<file path="src/common/ddc_readout_pkg.sv">
// Shared widths, register map and record word layouts of the DDC readout front end
package ddc_readout_pkg;

   ////////////////////////////////////////////////////////////
   // Datapath widths
   localparam int SAMPLE_W = 14;                // One ADC sample
   localparam int LANES    = 4;                 // Samples per logic_clk
   localparam int RAW_W    = LANES * SAMPLE_W;  // Deserializer word, seven bytes
   localparam int TIME_W   = 48;                // Local time counter
   localparam int EVNUM_W  = 14;                // Event number in the header
   localparam int POST_W   = 8;                 // Post-trigger group count
   localparam int COUNT_W  = 16;                // Event count status

   ////////////////////////////////////////////////////////////
   // APB register map
   localparam int APB_ADDR_W = 8;
   localparam int APB_DATA_W = 32;

   localparam logic [15:0] VERSION = 16'h0201;  // Design version

   localparam logic [APB_ADDR_W-1:0] REG_CTRL        = 8'h00;
   localparam logic [APB_ADDR_W-1:0] REG_THRESHOLD   = 8'h04;
   localparam logic [APB_ADDR_W-1:0] REG_POST_LEN    = 8'h08;
   localparam logic [APB_ADDR_W-1:0] REG_EVENT_COUNT = 8'h0C; // Read only
   localparam logic [APB_ADDR_W-1:0] REG_VERSION     = 8'h10; // Read only

   // Bit positions inside REG_CTRL
   localparam int CTRL_TRIG_EN = 0;
   localparam int CTRL_GT      = 1;
   localparam int CTRL_ET      = 2;
   localparam int CTRL_LT      = 3;

   // Reset values
   localparam logic [SAMPLE_W-1:0] THRESHOLD_RST = 14'd8188; // Near mid-scale
   localparam logic [POST_W-1:0]   POST_LEN_RST  = 8'd3;

   ////////////////////////////////////////////////////////////
   // Record word layouts
   localparam logic [1:0] TAG_HEADER = 2'b01;
   localparam logic [1:0] TAG_DATA   = 2'b10;

   typedef struct packed {
      logic [1:0]         tag;        // TAG_HEADER
      logic [EVNUM_W-1:0] event_num;
      logic [TIME_W-1:0]  local_time;
   } header_word_t;

   typedef struct packed {
      logic [1:0]              tag;     // TAG_DATA
      logic [1:0]              spare;   // Always zero
      logic [LANES-1:0]        tot;     // Lane 3 on top
      logic [RAW_W-1:0]        samples; // Lane 0 lowest
   } group_word_t;

   // Same 64 bits, the tag at the top picks the view
   typedef union packed {
      header_word_t hdr;
      group_word_t  grp;
   } record_word_t;

endpackage

</file>
<file path="src/apb_regs/ddc_apb_regs.sv">
// APB register block holding the trigger configuration and reporting event status
`timescale 1ns/1ps

module ddc_apb_regs
(
   input  logic                                   logic_clk,
   input  logic                                   reset,
   input  logic [ddc_readout_pkg::APB_ADDR_W-1:0] paddr,
   input  logic                                   psel,
   input  logic                                   penable,
   input  logic                                   pwrite,
   input  logic [ddc_readout_pkg::APB_DATA_W-1:0] pwdata,
   input  logic [ddc_readout_pkg::COUNT_W-1:0]    event_count,
   output logic [ddc_readout_pkg::APB_DATA_W-1:0] prdata,
   output logic                                   pready,
   output logic                                   pslverr,
   output logic                                   trig_en,   // Trigger enable
   output logic                                   cmp_gt,    // Greater-than mode
   output logic                                   cmp_et,    // Equal mode
   output logic                                   cmp_lt,    // Less-than mode
   output logic [ddc_readout_pkg::SAMPLE_W-1:0]   threshold,
   output logic [ddc_readout_pkg::POST_W-1:0]     post_len
);
   import ddc_readout_pkg::*;

   logic                  setup_phase;  // First cycle of a transfer
   logic                  access_phase; // Second and last cycle
   logic                  addr_hit;     // Offset is mapped
   logic                  addr_ro;      // Offset is read only
   logic                  bad_access;   // Error response
   logic [APB_DATA_W-1:0] rd_mux;

   assign setup_phase  = psel && !penable;
   assign access_phase = psel && penable;
   assign pready       = 1'b1; // Zero wait states

   ////////////////////////////////////////////////////////////
   // Address decode and read mux
   always_comb
   begin
      addr_hit = 1'b1;
      addr_ro  = 1'b0;
      rd_mux   = '0;
      case (paddr)
         REG_CTRL:
         begin
            rd_mux[CTRL_TRIG_EN] = trig_en;
            rd_mux[CTRL_GT]      = cmp_gt;
            rd_mux[CTRL_ET]      = cmp_et;
            rd_mux[CTRL_LT]      = cmp_lt;
         end
         REG_THRESHOLD:   rd_mux[SAMPLE_W-1:0] = threshold;
         REG_POST_LEN:    rd_mux[POST_W-1:0]   = post_len;
         REG_EVENT_COUNT:
         begin
            rd_mux[COUNT_W-1:0] = event_count;
            addr_ro             = 1'b1;
         end
         REG_VERSION:
         begin
            rd_mux[15:0] = VERSION;
            addr_ro      = 1'b1;
         end
         default:         addr_hit = 1'b0; // Hole in the map
      endcase
   end

   assign bad_access = !addr_hit || (pwrite && addr_ro);

   // Response is captured in setup and shown during access
   always_ff @(posedge logic_clk)
   begin
      if (reset)
      begin
         pslverr <= 1'b0;
         prdata  <= '0;
      end
      else
      begin
         pslverr <= setup_phase && bad_access;
         prdata  <= (setup_phase && !pwrite) ? rd_mux : '0;
      end
   end

   ////////////////////////////////////////////////////////////
   // Configuration registers, written at the end of access
   always_ff @(posedge logic_clk)
   begin
      if (reset)
      begin
         trig_en   <= 1'b0;
         cmp_gt    <= 1'b0;
         cmp_et    <= 1'b0;
         cmp_lt    <= 1'b0;
         threshold <= THRESHOLD_RST;
         post_len  <= POST_LEN_RST;
      end
      else if (access_phase && pwrite && !bad_access)
      begin
         case (paddr)
            REG_CTRL:
            begin
               trig_en <= pwdata[CTRL_TRIG_EN];
               cmp_gt  <= pwdata[CTRL_GT];
               cmp_et  <= pwdata[CTRL_ET];
               cmp_lt  <= pwdata[CTRL_LT];
            end
            REG_THRESHOLD: threshold <= pwdata[SAMPLE_W-1:0];
            REG_POST_LEN:  post_len  <= pwdata[POST_W-1:0];
            default:       ; // Read-only offsets never get here
         endcase
      end
   end

endmodule

</file>
<file path="src/front_end/lane_unscramble.sv">
// First pipeline stage, restores sample bit order from the deserializer word and fixes polarity
`timescale 1ns/1ps

module lane_unscramble
(
   input  logic                                                        logic_clk,
   input  logic                                                        reset,
   input  logic [ddc_readout_pkg::RAW_W-1:0]                           raw_word,
   output logic [ddc_readout_pkg::LANES*ddc_readout_pkg::SAMPLE_W-1:0] samples
);
   import ddc_readout_pkg::*;

   logic [LANES*SAMPLE_W-1:0] samples_n; // Reordered, still inverted

   // Byte b carries sample bits 2b+1 and 2b of every lane
   // Lane 0 takes the top pair of the byte, lane 3 the bottom pair
   for (genvar l = 0; l < LANES; l++)
   begin : g_lane
      for (genvar b = 0; b < SAMPLE_W/2; b++)
      begin : g_byte
         // Even bit sits in the higher position of the pair
         assign samples_n[l*SAMPLE_W + 2*b]     = raw_word[b*2*LANES + 2*LANES-1 - 2*l];
         assign samples_n[l*SAMPLE_W + 2*b + 1] = raw_word[b*2*LANES + 2*LANES-2 - 2*l];
      end
   end

   always_ff @(posedge logic_clk)
   begin
      if (reset)
      begin
         samples <= '0;
      end
      else
      begin
         samples <= ~samples_n; // ADC lines arrive inverted
      end
   end

endmodule

</file>
<file path="src/front_end/threshold_trigger.sv">
// Second pipeline stage, per-lane time-over-threshold bits and the trigger flag
`timescale 1ns/1ps

module threshold_trigger
(
   input  logic                                                        logic_clk,
   input  logic                                                        reset,
   input  logic [ddc_readout_pkg::LANES*ddc_readout_pkg::SAMPLE_W-1:0] samples,
   input  logic                                                        trig_en,
   input  logic                                                        cmp_gt,
   input  logic                                                        cmp_et,
   input  logic                                                        cmp_lt,
   input  logic [ddc_readout_pkg::SAMPLE_W-1:0]                        threshold,
   output logic [ddc_readout_pkg::LANES*ddc_readout_pkg::SAMPLE_W-1:0] trig_samples,
   output logic [ddc_readout_pkg::LANES-1:0]                           tot,
   output logic                                                        trig
);
   import ddc_readout_pkg::*;

   logic [LANES-1:0] tot_c; // Comparator results before the register

   ////////////////////////////////////////////////////////////
   // One comparator set per lane
   for (genvar l = 0; l < LANES; l++)
   begin : g_cmp
      logic [SAMPLE_W-1:0] lane_sample;
      logic                above;
      logic                equal;
      logic                below;

      assign lane_sample = samples[l*SAMPLE_W +: SAMPLE_W];
      assign above       = lane_sample > threshold;
      assign equal       = lane_sample == threshold;
      assign below       = lane_sample < threshold;

      // Any enabled comparison that holds sets TOT
      assign tot_c[l] = (cmp_gt && above) || (cmp_et && equal) || (cmp_lt && below);
   end

   // Samples follow their TOT bits by the same one cycle
   always_ff @(posedge logic_clk)
   begin
      trig_samples <= samples;
   end

   always_ff @(posedge logic_clk)
   begin
      if (reset)
      begin
         tot  <= '0;
         trig <= 1'b0;
      end
      else
      begin
         tot  <= tot_c;
         trig <= trig_en && (|tot_c); // Any lane over threshold
      end
   end

endmodule

</file>
<file path="src/logic/ddc_readout_top.sv">
// Top level of the DDC readout front end, APB registers feeding the three-stage pipeline
`timescale 1ns/1ps

module ddc_readout_top
(
   input  logic                                   logic_clk,
   input  logic                                   reset,
   input  logic [ddc_readout_pkg::RAW_W-1:0]      raw_word,     // From deserializer
   input  logic [ddc_readout_pkg::APB_ADDR_W-1:0] paddr,
   input  logic                                   psel,
   input  logic                                   penable,
   input  logic                                   pwrite,
   input  logic [ddc_readout_pkg::APB_DATA_W-1:0] pwdata,
   output logic [ddc_readout_pkg::APB_DATA_W-1:0] prdata,
   output logic                                   pready,
   output logic                                   pslverr,
   output ddc_readout_pkg::record_word_t          record_word,
   output logic                                   record_valid,
   output logic                                   recording     // Trigger-out analogue
);
   import ddc_readout_pkg::*;

   // Configuration and status
   logic                  trig_en;
   logic                  cmp_gt;
   logic                  cmp_et;
   logic                  cmp_lt;
   logic [SAMPLE_W-1:0]   threshold;
   logic [POST_W-1:0]     post_len;
   logic [COUNT_W-1:0]    event_count;

   // Pipeline between stages
   logic [LANES*SAMPLE_W-1:0] samples;      // After unscramble
   logic [LANES*SAMPLE_W-1:0] trig_samples; // Aligned with tot
   logic [LANES-1:0]          tot;
   logic                      trig;

   ////////////////////////////////////////////////////////////
   ddc_apb_regs ddc_apb_regs_inst
   (
      .logic_clk   (logic_clk),
      .reset       (reset),
      .paddr       (paddr),
      .psel        (psel),
      .penable     (penable),
      .pwrite      (pwrite),
      .pwdata      (pwdata),
      .event_count (event_count),
      .prdata      (prdata),
      .pready      (pready),
      .pslverr     (pslverr),
      .trig_en     (trig_en),
      .cmp_gt      (cmp_gt),
      .cmp_et      (cmp_et),
      .cmp_lt      (cmp_lt),
      .threshold   (threshold),
      .post_len    (post_len)
   );

   lane_unscramble lane_unscramble_inst
   (
      .logic_clk (logic_clk),
      .reset     (reset),
      .raw_word  (raw_word),
      .samples   (samples)
   );

   threshold_trigger threshold_trigger_inst
   (
      .logic_clk    (logic_clk),
      .reset        (reset),
      .samples      (samples),
      .trig_en      (trig_en),
      .cmp_gt       (cmp_gt),
      .cmp_et       (cmp_et),
      .cmp_lt       (cmp_lt),
      .threshold    (threshold),
      .trig_samples (trig_samples),
      .tot          (tot),
      .trig         (trig)
   );

   event_framer event_framer_inst
   (
      .logic_clk    (logic_clk),
      .reset        (reset),
      .trig_samples (trig_samples),
      .tot          (tot),
      .trig         (trig),
      .post_len     (post_len),
      .record_word  (record_word),
      .record_valid (record_valid),
      .recording    (recording),
      .event_count  (event_count)
   );

endmodule

</file>
<file path="src/record/event_framer.sv">
// Third pipeline stage, local time counter and framing of events into header and group words
`timescale 1ns/1ps

module event_framer
(
   input  logic                                                        logic_clk,
   input  logic                                                        reset,
   input  logic [ddc_readout_pkg::LANES*ddc_readout_pkg::SAMPLE_W-1:0] trig_samples,
   input  logic [ddc_readout_pkg::LANES-1:0]                           tot,
   input  logic                                                        trig,
   input  logic [ddc_readout_pkg::POST_W-1:0]                          post_len,
   output ddc_readout_pkg::record_word_t                               record_word,
   output logic                                                        record_valid,
   output logic                                                        recording,
   output logic [ddc_readout_pkg::COUNT_W-1:0]                         event_count
);
   import ddc_readout_pkg::*;

   logic [TIME_W-1:0]         local_time;  // Cycles since reset release
   logic [EVNUM_W-1:0]        event_num;   // Number for the next header
   logic [LANES-1:0]          tot_q;       // Delayed group TOT bits
   logic [LANES*SAMPLE_W-1:0] samples_q;   // Delayed group samples
   logic [POST_W-1:0]         groups_left; // Group words still to send after this one
   logic                      start_event; // Idle and triggered

   assign start_event = !recording && trig;

   ////////////////////////////////////////////////////////////
   // Local time
   always_ff @(posedge logic_clk)
   begin
      if (reset)
      begin
         local_time <= '0;
      end
      else
      begin
         local_time <= local_time + 1'b1;
      end
   end

   // One-group delay so the trigger group follows its header
   always_ff @(posedge logic_clk)
   begin
      tot_q     <= tot;
      samples_q <= trig_samples;
   end

   ////////////////////////////////////////////////////////////
   // Event control
   always_ff @(posedge logic_clk)
   begin
      if (reset)
      begin
         record_valid <= 1'b0;
         recording    <= 1'b0;
         groups_left  <= '0;
         event_num    <= '0;
         event_count  <= '0;
      end
      else
      begin
         record_valid <= start_event || recording; // Header or group word
         if (start_event)
         begin
            recording   <= 1'b1;
            groups_left <= post_len;           // post_len+1 groups in total
            event_num   <= event_num + 1'b1;   // Wraps at 14 bits
            event_count <= event_count + 1'b1;
         end
         else if (recording)
         begin
            if (groups_left == '0)
            begin
               recording <= 1'b0; // Last group goes out now
            end
            else
            begin
               groups_left <= groups_left - 1'b1;
            end
         end
      end
   end

   ////////////////////////////////////////////////////////////
   // Record word through the header or the group view
   always_ff @(posedge logic_clk)
   begin
      if (start_event)
      begin
         record_word.hdr.tag        <= TAG_HEADER;
         record_word.hdr.event_num  <= event_num;
         record_word.hdr.local_time <= local_time;
      end
      else
      begin
         record_word.grp.tag     <= TAG_DATA;
         record_word.grp.spare   <= '0;
         record_word.grp.tot     <= tot_q;
         record_word.grp.samples <= samples_q; // Qualified by record_valid
      end
   end

endmodule
</file>
<file path="config.mk">
export PLATFORM = sky130hd
export DESIGN_NAME = ddc_readout_top
export DESIGN_NICKNAME = d
export VERILOG_FILES = /design/src/common/ddc_readout_pkg.sv /design/src/apb_regs/ddc_apb_regs.sv /design/src/front_end/lane_unscramble.sv /design/src/front_end/threshold_trigger.sv /design/src/logic/ddc_readout_top.sv /design/src/record/event_framer.sv
export SDC_FILE = /design/constraint.sdc
export NUM_CORES = 1
export LEC_CHECK = 0
export BUFFER_PORTS_ARGS = -buffer_cell sky130_fd_sc_hd__buf_2
export CORE_ASPECT_RATIO = 2
export CORE_MARGIN = 2
export CORE_UTILIZATION = 56
export CTS_BUF_LIST = sky130_fd_sc_hd__clkbuf_8 sky130_fd_sc_hd__clkbuf_16
export CTS_CLUSTER_DIAMETER = 60
export CTS_CLUSTER_SIZE = 12
export DETAILED_ROUTE_END_ITERATION = 12
export HOLD_SLACK_MARGIN = 0.02
export PLACE_DENSITY = 0.87
export SYNTH_ARGS = -nofsm -noshare
export SYNTH_HDL_FRONTEND = slang
export SYNTH_HIERARCHICAL = 1
export SYNTH_SLANG_ARGS = --single-unit
</file>
<file path="constraint.sdc">
create_clock -name logic_clk -period 3.01 [get_ports logic_clk]
set_input_delay 0 -clock logic_clk [delete_from_list [all_inputs] [get_ports logic_clk]]
set_output_delay 0 -clock logic_clk [all_outputs]
set_load 0.03 [all_outputs]
</file>
==> results_dict.tcl <==
set metrics [dict create \
    status "finished, final reports clean" \
    fmax_ghz 0.362 \
    grt_pass1_wl_mm 57.0 \
    viasPerCell 5.82 \
    p_per_area_nw_per_um2 588 \
    finalCritPeriodShare_pct 91.7 \
    clock-root-buffer "clkbuf_16" \
    area_delta_synth_final_pct 20.9 \
    rsz0062_at_grt "no" \
    yosys.area.top_type "dfxtp_1" \
    finalWorstSetupSlack_ns 0.249 \
    netlist_instances 1395 \
    hp-class "in2reg" \
    synthTopCellsByArea "dfxtp_1 55%, nand2_1 5.9%, ha_1 5.7%" \
    p_total_mw 9.61 \
    seq_area_um2 7450 \
    async_flop_share_pct 0 \
    clock_skew_ns 0.0127 \
    die_area_um2 25500 \
    internal_power_mw 7.48 \
    hold_viol 0 \
    post-dp-hpwl_mm 23.5 \
    fin_nets 1804 \
    htreeDepth 2 \
    synthesis.area_um2 13500 \
    slew_headroom_pct 42.2 \
    place_congestion 0.946 \
    avgSynthCellArea_um2 9.68 \
    cp_data_arrival_time_ns 3.20 \
    use_met2_pct 50.6 \
    nFillCells 1721 \
    ys_ff_latch 372 \
    use_met1_pct 30.4 \
    p_comb_share_pct 5.5 \
    antenna_found_initial 0 \
    yosys_warnings 6 \
    sw_frac_of_total_pct 22.2 \
    start_kind "register" \
    drc 0 \
    synth_edf_count 0 \
    pin_count 201 \
    wl_mm 36.4 \
    grtUsageMet3_pct 3.44 \
    synthTopCellsByCount "372 x dfxtp_1, 212 x nand2_1, 161 x nor2_1, 87 x a21oi_1, 61 x ha_1" \
    track_usage_pct 28.2 \
    busiest_layer "met2" \
    yosysMostFrequentCell "dfxtp_1" \
    routedWlPerCell_um 18.8 \
    yosysTopAreaCellShare_pct 55.1 \
    initialDrtViolationCount 848 \
    cp_max_fo 24 \
    fp.dieW_um 114 \
    p_seq_share_pct 53.8 \
    dieHeight_um 224 \
    p_clk_share_pct 40.7 \
    grt_max_degree 84 \
    multi_input_area_um2 5580 \
    netSwitchingPower_mw 2.13 \
    initial_core_util_pct 56.7 \
    cts_sinks 372 \
    drive_gt1_share_pct 15.5 \
    route.antenna.remaining_nets 0 \
    rows 80 \
    final_max_slew_viol_count 0 \
    overflow 0 \
    num_antenna_cells 0 \
    peakVddDrop_mv 0.421 \
    worst_slew_pin_slew_ns 0.867 \
    cts_buffers 36 \
    firstDrtPassIters 5 \
    synth_cell_types 57 \
    setup_tns_ns 0 \
    required_ns 3.44 \
    pre_cts_slack_ns 0.368 \
    clk_pin_slew_ns 0.06 \
    fin_crit_ns 2.76 \
    cts_tree "built" \
    synth_ff_type "dfxtp_1" \
    maxCapViolCount 0 \
    insertion_delay_ns 0.52 \
    cts_buffer_depth 3 \
    setup_viol 0 \
    path_class "reg2reg" \
    ys_seq_area_share_pct 55.1 \
    dr_total_vias 11200 \
    core_area_um2 23800 \
    first_global_vias 11300 \
    cp-end-kind "register" \
    post_cts_resized 0 \
    power_leakage_nw 7.15 \
    port_buffers 165 \
]
## registers in the layout, summed over array words and instances (netlist names), 8 cells and up
name	count
ddc_apb_regs_inst/post_len	8
ddc_apb_regs_inst/prdata	16
ddc_apb_regs_inst/threshold	14
event_framer_inst/event_count	16
event_framer_inst/event_num	14
event_framer_inst/groups_left	8
event_framer_inst/local_time	48
event_framer_inst/record_word	64
event_framer_inst/samples_q	56
lane_unscramble_inst/samples	56
threshold_trigger_inst/trig_samples	56
## logic make-up (layout without fill, tap and decap cells)
family	Yosys count	count (layout)	share of synthesized area, %
buf+inv	111	344	3.99
flops	372	372	55.1
xor+xnor	32	32	2.07
mux	47	47	3.85
compound gates	171	171	7.49
other cells	2	17	0.0556
fa+ha+maj	61	61	5.65
simple gates	599	599	21.7
## layout make-up
type	count	share of cell area, %
flip-flops and latches	372	45.6
multi-input cells	927	34.2
clock buffers	37	5.67
repair buffers	272	11.5
inverters	33	0.758
clock inverters	2	0.107
well taps	287	2.20
## stage by stage
stage          std cells  hold slack, ns  utilization [%]  instance area [um^2]
2_1_floorplan       1410          0.0667                -                 13600
3_3_place_gp        1792           0.157             60.5                 14400
3_5_place_dp        1792           0.158             60.5                 14400
4_1_cts             1930          0.0300             68.6                 16300
5_1_grt             1930          0.0822             68.6                 16300
6_report            1930          0.0671             68.6                 16300
## worst max-delay path, cell delays in order (launching register included)
cell	delay, ns
dfxtp_1	0.41
ha_1	0.26
nand4_1	0.23
or4_1	0.93
or4_1	0.65
a21oi_1	0.19
## per-layer routing
| metal | wire length (um) | vias up |
|---|---|---|
| li1 | - | 5228 |
| met1 | 13100 | 5272 |
| met2 | 18700 | 578 |
| met3 | 2080 | 156 |
| met4 | 2500 | 0 |
| met5 | 0 | - |
## final timing paths
| kind | cells past startpoint | end | slack [ns] | start |
|---|---|---|---|---|
| worst min-delay path | 3 | ddc_apb_regs_inst/prdata[12] | 0.07 | paddr[3] |
| worst max-delay path | 5 | event_framer_inst/local_time[24] | 0.25 | event_framer_inst/local_time[0] |
| worst min register to register | 0 | event_framer_inst/samples_q[36] | 0.32 | threshold_trigger_inst/trig_samples[36] |
| worst max register to register | 5 | event_framer_inst/local_time[24] | 0.25 | event_framer_inst/local_time[0] |
## placed cells by master (no fill, tap or decap), types with 17 or more instances in the layout
| master | n |
|---|---|
| a21oi_1 | 87 |
| buf_2 | 164 |
| clkbuf_16 | 37 |
| conb_1 | 17 |
| dfxtp_1 | 372 |
| dlygate4sd3_1 | 99 |
| ha_1 | 61 |
| inv_1 | 32 |
| mux2_2 | 20 |
| mux2i_1 | 25 |
| nand2_1 | 212 |
| nand3_1 | 35 |
| nand4_1 | 38 |
| nor2_1 | 161 |
| nor3_1 | 24 |
| o21ai_0 | 30 |
| o31ai_1 | 18 |
| or4_1 | 26 |
## repair_timing
action | in CTS | in global routing
setup buffers | 0 | 0
hold buffers | 99 | 0
setup endpoints to repair | 0 | 0
endpoints found under the hold margin | 140 | 0
## power groups by stage
stage               sequential [mW]  clock (mW)  combinational, mW
finish                         5.17        3.91              0.533
global route                   5.18        4.13              0.573
CTS                            5.17        3.94              0.517
detailed placement             5.27           0              0.419
global placement               5.27           0              0.409
floorplan                      5.32           0              0.216
No activity file was read; power rests on OpenSTA's default activity.
